## src/verilog/aead_cfg.svh

```systemverilog
`ifndef AEAD_CFG_SVH
`define AEAD_CFG_SVH

// datapath sizes
`define AEAD_WORD_W      32
`define AEAD_BLK_WORDS   4
`define AEAD_LEN_W       16

// tweakey round constant schedule
`define AEAD_RC_W        6
`define AEAD_RC_PER_CYC  8
`define AEAD_RC_INIT     6'h01
`define AEAD_RC_FINAL    6'h1A   // last constant of a 40 round schedule

// word buffer between framer and sequencer
`define AEAD_CREDITS     4

`endif

```

## src/verilog/aead_pkg.sv

```systemverilog
`default_nettype none

`include "aead_cfg.svh"

package aead_pkg;

   typedef logic [`AEAD_WORD_W-1:0] word_t;
   typedef logic [`AEAD_LEN_W-1:0]  seg_len_t;
   typedef logic [`AEAD_RC_W-1:0]   rc_t;

   // element 0 is the first constant of the cycle, in the top bits
   typedef rc_t [0:`AEAD_RC_PER_CYC-1] rc_group_t;

   typedef enum logic [3:0] {
      ENC = 4'd2
   } instr_t;

   typedef enum logic [3:0] {
      AD    = 4'd1,
      PLAIN = 4'd4
   } seg_type_t;

   typedef enum logic [7:0] {
      AD_NORMAL  = 8'd8,
      AD_FINAL   = 8'd24,
      AD_PADDED  = 8'd26,
      MSG_NORMAL = 8'd4,
      MSG_FINAL  = 8'd20,
      MSG_PADDED = 8'd21
   } domain_t;

endpackage

`default_nettype wire

```

## src/verilog/word_credit_if.sv

```systemverilog
`default_nettype none

interface word_credit_if;

   logic              valid;
   aead_pkg::word_t   word;
   aead_pkg::domain_t domain;      // meaningful on word 3
   logic              last_word;   // final block of the operation
   logic              credit_ret;  // one pulse per word leaving the buffer

   modport framer (
      output valid,
      output word,
      output domain,
      output last_word,
      input  credit_ret
   );

   modport sequencer (
      input  valid,
      input  word,
      input  domain,
      input  last_word,
      output credit_ret
   );

endinterface

`default_nettype wire

```

## src/verilog/rc_sched_if.sv

```systemverilog
`default_nettype none

interface rc_sched_if;

   logic                start;  // single cycle
   aead_pkg::rc_group_t group;
   logic                valid;
   logic                done;   // with the fifth group

   modport requester (
      output start,
      input  group,
      input  valid,
      input  done
   );

   modport generator (
      input  start,
      output group,
      output valid,
      output done
   );

endinterface

`default_nettype wire

```

## src/verilog/segment_framer.sv

```systemverilog
`default_nettype none

`include "aead_cfg.svh"

module segment_framer (
   input  logic            clk,
   input  logic            rst,
   input  aead_pkg::word_t pdi_data,
   input  logic            pdi_valid,
   output logic            pdi_ready,
   word_credit_if.framer   out
);

   localparam int cred_w = $clog2(`AEAD_CREDITS + 1);

   typedef enum logic [1:0] {
      st_instr,
      st_ad_hdr,
      st_msg_hdr,
      st_data
   } state_t;

   state_t              state;
   aead_pkg::seg_len_t  rem;        // bytes left at start of current block
   aead_pkg::seg_len_t  word_off;
   logic [1:0]          widx;
   logic                seg_last;
   logic                is_msg;
   logic [cred_w-1:0]   credits;

   logic                has_credit;
   logic                need_input;
   logic                partial;
   logic                seg_end;
   logic                blk_end;
   logic                issue;
   logic [3:0]          hdr_type;
   logic                hdr_last;
   aead_pkg::seg_len_t  hdr_len;
   logic                hdr_ok;
   logic                hdr_plain;

   assign hdr_type  = pdi_data[31:28];
   assign hdr_last  = pdi_data[25];
   assign hdr_len   = pdi_data[15:0];
   assign hdr_plain = (hdr_type == aead_pkg::PLAIN);
   assign hdr_ok    = hdr_plain || (hdr_type == aead_pkg::AD && state == st_ad_hdr);

   assign has_credit = (credits != '0);
   assign word_off   = aead_pkg::seg_len_t'({widx, 2'b00});
   assign need_input = (rem > word_off);
   assign partial    = (rem < 16);       // also covers an empty last segment
   assign seg_end    = (rem <= 16);
   assign blk_end    = (widx == 2'(`AEAD_BLK_WORDS - 1));
   assign issue      = (state == st_data) && has_credit && (!need_input || pdi_valid);

   always_comb begin
      if (state == st_data) begin
         pdi_ready = need_input && has_credit;
      end else begin
         pdi_ready = 1'b1;   // headers and instruction never stall
      end
   end

   always_comb begin
      out.word = need_input ? pdi_data : '0;
      if (blk_end && partial) begin
         out.word[3:0] = rem[3:0];   // pad length in last nibble
      end
   end

   always_comb begin
      if (partial) begin
         out.domain = is_msg ? aead_pkg::MSG_PADDED : aead_pkg::AD_PADDED;
      end else if (seg_end && seg_last) begin
         out.domain = is_msg ? aead_pkg::MSG_FINAL : aead_pkg::AD_FINAL;
      end else begin
         out.domain = is_msg ? aead_pkg::MSG_NORMAL : aead_pkg::AD_NORMAL;
      end
   end

   assign out.valid     = issue;
   assign out.last_word = blk_end && is_msg && seg_last && seg_end;

   always_ff @(posedge clk) begin
      if (rst) begin
         state    <= st_instr;
         rem      <= '0;
         widx     <= '0;
         seg_last <= 1'b0;
         is_msg   <= 1'b0;
         credits  <= cred_w'(`AEAD_CREDITS);
      end else begin
         credits <= credits + cred_w'(out.credit_ret) - cred_w'(issue);
         case (state)
            st_instr: begin
               if (pdi_valid && hdr_type == aead_pkg::ENC) begin
                  state <= st_ad_hdr;
               end
            end
            st_ad_hdr, st_msg_hdr: begin
               if (pdi_valid && hdr_ok) begin
                  is_msg   <= hdr_plain;
                  rem      <= hdr_len;
                  seg_last <= hdr_last;
                  widx     <= '0;
                  if (hdr_len != '0 || hdr_last) begin
                     state <= st_data;
                  end else begin
                     state <= hdr_plain ? st_msg_hdr : st_ad_hdr;   // empty middle segment
                  end
               end
            end
            st_data: begin
               if (issue) begin
                  widx <= widx + 2'd1;
                  if (blk_end) begin
                     if (!seg_end) begin
                        rem <= rem - aead_pkg::seg_len_t'(16);
                     end else if (!seg_last) begin
                        state <= is_msg ? st_msg_hdr : st_ad_hdr;
                     end else begin
                        state <= is_msg ? st_instr : st_msg_hdr;
                     end
                  end
               end
            end
            default: state <= st_instr;
         endcase
      end
   end

endmodule

`default_nettype wire

```

## src/verilog/round_const_gen.sv

```systemverilog
`default_nettype none

`include "aead_cfg.svh"

module round_const_gen (
   input  logic           clk,
   input  logic           rst,
   rc_sched_if.generator  sched
);

   aead_pkg::rc_t       seed;   // first constant of the current group
   aead_pkg::rc_group_t grp;
   logic                running;

   function automatic aead_pkg::rc_t lfsr_step(input aead_pkg::rc_t c);
      return {c[4:0], c[5] ^ c[4] ^ 1'b1};
   endfunction

   // eight steps unrolled per cycle
   always_comb begin
      grp[0] = seed;
      for (int i = 1; i < `AEAD_RC_PER_CYC; i++) begin
         grp[i] = lfsr_step(grp[i-1]);
      end
   end

   assign sched.group = grp;
   assign sched.valid = running;
   assign sched.done  = running && (grp[`AEAD_RC_PER_CYC-1] == `AEAD_RC_FINAL);

   always_ff @(posedge clk) begin
      if (rst) begin
         running <= 1'b0;
      end else if (sched.start) begin
         running <= 1'b1;
      end else if (sched.done) begin
         running <= 1'b0;
      end
   end

   always_ff @(posedge clk) begin
      if (sched.start) begin
         seed <= `AEAD_RC_INIT;
      end else if (running) begin
         seed <= lfsr_step(grp[`AEAD_RC_PER_CYC-1]);   // continue after eighth
      end
   end

endmodule

`default_nettype wire

```

## src/verilog/block_sequencer.sv

```systemverilog
`default_nettype none

`include "aead_cfg.svh"

module block_sequencer #(
   parameter int n_credits = `AEAD_CREDITS
) (
   input  logic              clk,
   input  logic              rst,
   word_credit_if.sequencer  in,
   rc_sched_if.requester     sched,
   output aead_pkg::word_t   blk_data,
   output aead_pkg::domain_t blk_domain,
   output logic              blk_last,
   output logic              blk_valid,
   input  logic              blk_ready,
   output logic              op_done
);

   localparam int ptr_w = (n_credits > 1) ? $clog2(n_credits) : 1;
   localparam int cnt_w = $clog2(n_credits + 1);

   aead_pkg::word_t   mem_word [n_credits];
   aead_pkg::domain_t mem_dom  [n_credits];
   logic              mem_last [n_credits];

   logic [ptr_w-1:0]  wr_ptr;
   logic [ptr_w-1:0]  rd_ptr;
   logic [cnt_w-1:0]  count;
   logic [1:0]        out_idx;
   logic              hold;        // schedule of previous block running
   logic              last_pend;
   logic              start_q;
   logic              accept;

   function automatic logic [ptr_w-1:0] ptr_inc(input logic [ptr_w-1:0] p);
      if (p == ptr_w'(n_credits - 1)) begin
         return '0;
      end
      return p + 1'b1;
   endfunction

   always_ff @(posedge clk) begin
      if (in.valid) begin
         mem_word[wr_ptr] <= in.word;
         mem_dom[wr_ptr]  <= in.domain;
         mem_last[wr_ptr] <= in.last_word;
      end
   end

   assign blk_valid     = (count != '0) && !hold;
   assign blk_data      = mem_word[rd_ptr];
   assign blk_domain    = mem_dom[rd_ptr];
   assign blk_last      = mem_last[rd_ptr];
   assign accept        = blk_valid && blk_ready;
   assign in.credit_ret = accept;
   assign sched.start   = start_q;

   always_ff @(posedge clk) begin
      if (rst) begin
         wr_ptr    <= '0;
         rd_ptr    <= '0;
         count     <= '0;
         out_idx   <= '0;
         hold      <= 1'b0;
         last_pend <= 1'b0;
         start_q   <= 1'b0;
         op_done   <= 1'b0;
      end else begin
         start_q <= 1'b0;
         op_done <= 1'b0;
         count   <= count + cnt_w'(in.valid) - cnt_w'(accept);
         if (in.valid) begin
            wr_ptr <= ptr_inc(wr_ptr);
         end
         if (accept) begin
            rd_ptr  <= ptr_inc(rd_ptr);
            out_idx <= out_idx + 2'd1;
            if (out_idx == 2'(`AEAD_BLK_WORDS - 1)) begin
               hold      <= 1'b1;
               start_q   <= 1'b1;
               last_pend <= blk_last;
            end
         end
         if (sched.done) begin
            hold      <= 1'b0;
            op_done   <= last_pend;
            last_pend <= 1'b0;
         end
      end
   end

endmodule

`default_nettype wire

```

## src/verilog/aead_block_ctrl.sv

```systemverilog
`default_nettype none

module aead_block_ctrl (
   input  logic                clk,
   input  logic                rst,
   input  aead_pkg::word_t     pdi_data,
   input  logic                pdi_valid,
   output logic                pdi_ready,
   output aead_pkg::word_t     blk_data,
   output aead_pkg::domain_t   blk_domain,
   output logic                blk_last,
   output logic                blk_valid,
   input  logic                blk_ready,
   output aead_pkg::rc_group_t rc_group,
   output logic                rc_valid,
   output logic                op_done
);

   word_credit_if wc_if ();
   rc_sched_if    rc_if ();

   segment_framer segment_framer_i (
      .clk       (clk),
      .rst       (rst),
      .pdi_data  (pdi_data),
      .pdi_valid (pdi_valid),
      .pdi_ready (pdi_ready),
      .out       (wc_if.framer)
   );

   round_const_gen round_const_gen_i (
      .clk   (clk),
      .rst   (rst),
      .sched (rc_if.generator)
   );

   block_sequencer block_sequencer_i (
      .clk        (clk),
      .rst        (rst),
      .in         (wc_if.sequencer),
      .sched      (rc_if.requester),
      .blk_data   (blk_data),
      .blk_domain (blk_domain),
      .blk_last   (blk_last),
      .blk_valid  (blk_valid),
      .blk_ready  (blk_ready),
      .op_done    (op_done)
   );

   assign rc_group = rc_if.group;   // no back-pressure on the schedule
   assign rc_valid = rc_if.valid;

endmodule

`default_nettype wire

```

## config.mk

```make
export PLATFORM = sky130hd
export DESIGN_NAME = aead_block_ctrl
export DESIGN_NICKNAME = d
export VERILOG_FILES = /design/src/verilog/aead_pkg.sv /design/src/verilog/word_credit_if.sv /design/src/verilog/rc_sched_if.sv /design/src/verilog/segment_framer.sv /design/src/verilog/round_const_gen.sv /design/src/verilog/block_sequencer.sv /design/src/verilog/aead_block_ctrl.sv
export VERILOG_INCLUDE_DIRS = /design/src /design/src/verilog
export SDC_FILE = /design/constraint.sdc
export NUM_CORES = 1
export LEC_CHECK = 0
export BUFFER_PORTS_ARGS = -buffer_cell sky130_fd_sc_hd__buf_4
export CAP_MARGIN = 10
export CELL_PAD_IN_SITES_DETAIL_PLACEMENT = 1
export CELL_PAD_IN_SITES_GLOBAL_PLACEMENT = 1
export CORE_MARGIN = 3
export CORE_UTILIZATION = 47
export CTS_CLUSTER_SIZE = 10
export DETAILED_ROUTE_END_ITERATION = 7
export PLACE_DENSITY = 0.87
export REMOVE_ABC_BUFFERS = 1
export SLEW_MARGIN = 20
export SYNTH_ARGS = -nofsm -noshare
export SYNTH_HDL_FRONTEND = slang
export SYNTH_SLANG_ARGS = --single-unit
```

## constraint.sdc

```tcl
create_clock -name clk -period 3.76 [get_ports clk]
set_clock_uncertainty 0.2 [all_clocks]
set_input_delay 0.376 -clock clk [delete_from_list [all_inputs] [get_ports clk]]
set_output_delay 0.376 -clock clk [all_outputs]
set_load 0.02 [all_outputs]
```

Word level (Yosys, flattened, before mapping)
Memories as Yosys holds them, arrays and structs flattened. A register that Yosys moved wholly into a read port is not among the register bits. Index checks and enable logic that the tools add are counted.

$add $sub $neg: 9. Order comparisons: 3. Equality and inequality tests: 17. Multiplexer cells: 48. Bitwise logic cells: 18. Reductions and logical operators: 34.

Operators with widths (count): $mux 16 (4); $mux 2 (22); $mux 32 (1); $pmux 16 s2 (1); $gt 16x4->1 (1); $le 16x5->1 const B (1); $lt 16x5->1 const B (1); $mux 4 (4); $mux 8 (2); $reduce_bool 16->1 (1); $sub 16x5->16 const B (1); $logic_and 1x1->1 (14); $eq 2x2->1 const B (6); $mux 1 (12); $ne 2x1->1 const B (5); $not 1->1 (10); $reduce_and 5->1 (2); $add 2x1->2 const B (4); $reduce_or 2->1 (4); $xor 1x1->1 (8); $add 3x1->3 (2); $eq 6x5->1 const B (1); $pmux 2 s3 (1); $reduce_bool 3->1 (2); 13 further kinds (19).

Flip-flop bits (word level): 45. RAM bits: 164. Input bits: 36. Logic and storage cells: 148. Memories kept: 3.

Memories: block_sequencer_i.mem_word (words 4, bits a word 32, rd ports 1, clocked after memory_dff 1, wr ports 1, RTL line block_sequencer.sv:23) `aead_pkg::word_t mem_word [n_credits];`; block_sequencer_i.mem_dom (words 4, bits a word 8, rd ports 1, clocked after memory_dff 1, wr ports 1, RTL line block_sequencer.sv:24) `aead_pkg::domain_t mem_dom [n_credits];`; block_sequencer_i.mem_last (words 4, bits a word 1, rd ports 1, clocked after memory_dff 1, wr ports 1, RTL line block_sequencer.sv:25) `logic mem_last [n_credits];`.

Depth between registers and ports, before layout
Depth after elaboration: 8. Gate-level depth with buffers: 15.

By module
From an unflattened synthesis, not the netlist that was laid out.

Cells, all modules: 629. Area total of the unflattened synthesis: 9296.4 µm².

Modules (own cells, without submodules): block_sequencer (times used 1, cells an instance 287, area each 6617.6 µm², sequential area each 5225.0 µm²); segment_framer (times used 1, cells an instance 268, area each 2040.7 µm², sequential area each 500.5 µm²); round_const_gen (times used 1, cells an instance 74, area each 638.1 µm², sequential area each 140.1 µm²).

Least setup slack after synthesis
Ideal clock, no wire load.

Kind: register to register. Start: reg segment_framer_i.rem[6]. End: reg segment_framer_i.credits[2]. Library setup time: 0.130 ns. Arrival: 2.756 ns. Path slack: 0.674 ns. Cell stages (with the launch flop): 14. Period minus slack after synthesis: 3.086 ns. Path through: dfxtp_1 -> nor4_4 -> nand4_4 -> o31ai_4 -> nand2_2 -> inv_1 -> ha_1 -> inv_1 -> ha_1 -> inv_1 -> fa_1 -> xor2_1 -> xnor2_1 -> nand2_1.

Cells in the longest elaborated chain, start to end: 5.

Ends and longest elaborated chain: start, declared (RTL line segment_framer.sv:24) `aead_pkg::seg_len_t rem;`; start signal, assigned (RTL line segment_framer.sv:104) `rem <= hdr_len;`; start signal, assigned (RTL line segment_framer.sv:119) `rem <= rem - aead_pkg::seg_len_t'(16);`; $gt 16x4->1 (RTL line segment_framer.sv:51) `assign need_input = (rem > word_off);`; $logic_not 1->1 (RTL line segment_framer.sv:55) `assign issue = (state == st_data) && has_credit && (!need_input || pdi_valid);`; $logic_or 1x1->1 (RTL line segment_framer.sv:55); $logic_and 1x1->1 (RTL line segment_framer.sv:55); named net block_sequencer_i.in.valid (RTL line word_credit_if.sv:20) `input valid,`; $sub 3x1->3 (RTL line segment_framer.sv:94) `credits <= credits + cred_w'(out.credit_ret) - cred_w'(issue);`; end signal, assigned (RTL line segment_framer.sv:92) `` credits <= cred_w'(`AEAD_CREDITS); ``; end signal, assigned (RTL line segment_framer.sv:94); end, declared (RTL line segment_framer.sv:29) `logic [cred_w-1:0] credits;`.

The timed path passes the listed nets, and every way through them passes these cells. A chain may end at the register's enable or synchronous reset.

Final worst setup path
Start: reg segment_framer_i.rem[13]. End: reg segment_framer_i.credits[2].

The elaborated chain is that of the path after synthesis.

==> run_results.csv <==
group,metric,value,unit
run_status,status,"finished clean",
grt,track_usage,22.0,%
clock_tree,ctsResizeCount,0,
clock_tree,cts.clk_slew.worst_paths,0.07,ns
worst_setup_path,ff2ff_path_depth,13,
route,first_iter_violations,372,
power,clkPwrFrac,23.3,%
worst_setup_path,slowest_stage,"nor4_4",
floorplanning,io-pin-count,129,
cells_and_area,syn_to_final_growth,17.5,%
cells_and_area,drive_above_1_share,31.6,%
clock_tree,cts_sinks,199,
synthesis,muxShareOfSynthArea,11.4,%
placement,placedCellCount,909,
timing,tightestPinTransition,1.08,ns
route,ant_nets,0,
floorplanning,num_rows,49,
timing,hold_viol,0,
power,p_leak,3.72,nW
power,ir_drop,0.365,mV
power,p_sw,2.60,mW
worst_setup_path,cp_max_fo,6,
route,first_pass_iters,5,
timing,setup_viol,0,
clock_tree,clk_root_buffer_cell,"clkbuf_16",
clock_tree,cts_hold_buf,0,
placement,hpwl,14.9,mm
cells_and_area,nFillCells,1744,
route,vias,5466,
job,max_cap_viol_count,0,
synthesis,avgSynthCellArea,14.5,um^2
synthesis,synthFlopType,"edfxtp_1",
cells_and_area,layoutNonFillerInstCount,947,
min_path,hp-class,"primary input to register",
min_path,holdPathStages,3,
grt,antenna_found_initial,0,
floorplanning,dieArea,20400,um^2
synthesis,ys_warn_count,0,
clock_tree,clkLatencyLatePin,0.42,ns
clock_tree,clk_path_buf_depth,2,
synthesis,yosysUniqueCellTypes,59,
synthesis,ys_top_cells_by_area,"edfxtp_1 52%, dfxtp_1 11%, mux4_2 9.7%",
worst_setup_path,end_kind,"register",
power,share_seq_of_total_power,41.5,%
worst_setup_path,crit_chain,"nor4_4, nand4_4, o31ai_4, nand2_2, inv_1, ha_1, inv_1, ha_1, inv_1, fa_1, xor2_1, xnor2_1, nand2_1",
synthesis,synth-compound-area-share,5.49,%
route,drc,0,
cells_and_area,layout_commonest_cell,"edfxtp_1",
synthesis,synthAdderAreaFrac,3.45,%
cells_and_area,diodes,0,
placement,io_buffer_count,125,
clock_tree,cts-htree-levels,4,
cells_and_area,mostFrequentLayoutCells,"152 x edfxtp_1, 137 x buf_4, 45 x dfxtp_1, 41 x nor2_1, 38 x mux4_2",
synthesis,synth_edf_count,152,
placement,gp_congestion,0.907,
worst_setup_path,cp.arrival,3.55,ns
worst_setup_path,worst_path_most_repeated_cell,"inv_1",
worst_setup_path,cp-start-kind,"register",
synthesis,synth_top_family_by_area,"multiplexers",
power,p_int,4.65,mW
timing,slew_violations,0,
power,p_comb_share,35.2,%
timing,period_minus_slack,3.47,ns
power,fin_total_pwr,7.25,mW
synthesis,synthXorXnorAreaFrac,1.20,%
synthesis,yosys.area_share.simple,10.1,%
worst_setup_path,crit_type,"register to register",
clock_tree,cts_tree,"done",
grt,grt_max_degree,39,
synthesis,synth.largest_area_cell,"edfxtp_1",
synthesis,synth_top_cell_area_share,52.0,%
route,routed_wl,22.1,mm
floorplanning,core,18100,um^2
synthesis,synth_area,8780,um^2
grt,grt_pass1_wl,33.8,mm
synthesis,syn-instance-count,607,
timing,grt_setup_unrepaired,"false",
grt,grt_pass1_vias,5887,
clock_tree,postCtsSetupBuffers,0,
floorplanning,start_util,48.4,%
cells_and_area,nets,764,
timing,fin_crit_sh,92.2,%
power,p_sw_share,35.9,%
timing,fmax,288,MHz
route,viasPerCell,5.77,
cells_and_area,regArea,5510,um^2
synthesis,synth.ff_latch_count,199,
worst_setup_path,crit_required,3.85,ns
timing,relSlewSlack,27.9,%
floorplanning,die_w,143,um
synthesis,ys_seq_area_share,62.7,%
cells_and_area,multi_input_area,2780,um^2
clock_tree,cts_buffers,17,
floorplanning,die_h,143,um
worst_setup_path,cpPeakStageDelay,0.44,ns
power,power_density,703,nW/um^2
route,wire_per_inst,23.4,um
grt,gr-total-overflow,0,
synthesis,synth-async-reset-ratio,0,%
layout make-up:
type / instances / area share [%]
timing repair buffer: 140 / 10.6
sequential: 199 / 53.4
tap: 229 / 2.78
multi-input combinational: 321 / 27.0
clock inverter: 14 / 1.18
inverter: 26 / 0.946
clock buffer: 18 / 4.16
sequential cells by signal, indices dropped and copies added (netlist names), 2 cells and up, named ones only:
name                        count
block_sequencer_i.mem_word    128
block_sequencer_i.mem_dom      20
segment_framer_i.rem           16
round_const_gen_i.seed          6
block_sequencer_i.mem_last      4
block_sequencer_i.count         3
segment_framer_i.credits        3
block_sequencer_i.out_idx       2
block_sequencer_i.rd_ptr        2
block_sequencer_i.wr_ptr        2
segment_framer_i.state          2
segment_framer_i.widx           2
critical path: cells and delay by family, from the launching register on:
kind | cells | cell delay [ns]
AOI/OAI and AO/OA | 1 | 0.36
xor gates and xnor gates | 2 | 0.34
adders and majority gates | 3 | 0.78
buffers and inverters | 3 | 0.35
DFF | 1 | 0.35
and+or+nand+nor | 4 | 0.93
cell usage after synthesis (all sizes together), types with 2 or more instances:
cell type and n:
xnor2 9, a31oi 4, nor3 12, nor2 42
or3 4, and2 2, a21oi 28, nand2 31
mux2i 13, nand4 3, buf 46, xor2 3
o211ai 5, and3b 2, dfxtp 47, nand2b 4
edfxtp 152, and3 8, fa 2, mux4 38
o21ai 6, nand3b 3, nand3 3, nor4 7
inv 25, nor2b 37, clkbuf 17, a22o 5
nor4b 2, a32oi 2, ha 21, o32ai 5
or4 2, o31ai 4
final timing paths:
path | start | to | slack [ns]
worst max-delay path | segment_framer_i.rem[13] | segment_framer_i.credits[2] | 0.29
worst min-delay path | pdi_data[25] | segment_framer_i.seg_last | 0.07
worst max register to register | segment_framer_i.rem[13] | segment_framer_i.credits[2] | 0.29
worst min register to register | block_sequencer_i.last_pend | block_sequencer_i.op_done | 0.29
through the flow:
step	cell area, um^2	hold WS [ns]	setup slack, ns	util, %	TNS, ns
after global routing	10300	0.0511	0.0215	56.8	0
final	10300	0.0705	0.293	56.8	0
after floorplan	8380	0.234	-0.350	-	-0.781
after detailed placement	9720	0.281	0.208	53.6	0
after global placement	9720	0.246	0.415	53.6	0
after CTS	10300	0.0458	0.0993	56.6	0
power groups by stage:
stage	registers (mW)	clock network [mW]	logic, mW
global placement	3.04	0	2.27
CTS	3.01	1.73	2.49
finish	3.01	1.69	2.55
floorplan	3.07	0	1.47
global route	3.03	1.82	2.79
detailed placement	3.06	0	2.45
kinds of logic after synthesis:
kind of cell / count (synthesis)
DFF: 199
AOI/OAI and AO/OA: 69
and+or+nand+nor: 162
adders and majority gates: 23
buffers and inverters: 89
other: 1
muxes: 52
xor gates and xnor gates: 12
metal layers:
layer | global-route usage [%] | share of wire [%]
met1 | 26.6 | 39
met2 | 39.6 | 54
met3 | 4.02 | 4.0
met4 | 7.85 | 3.1
met5 | 0 | 0
Note: power is estimated with default switching activity, not from simulation.
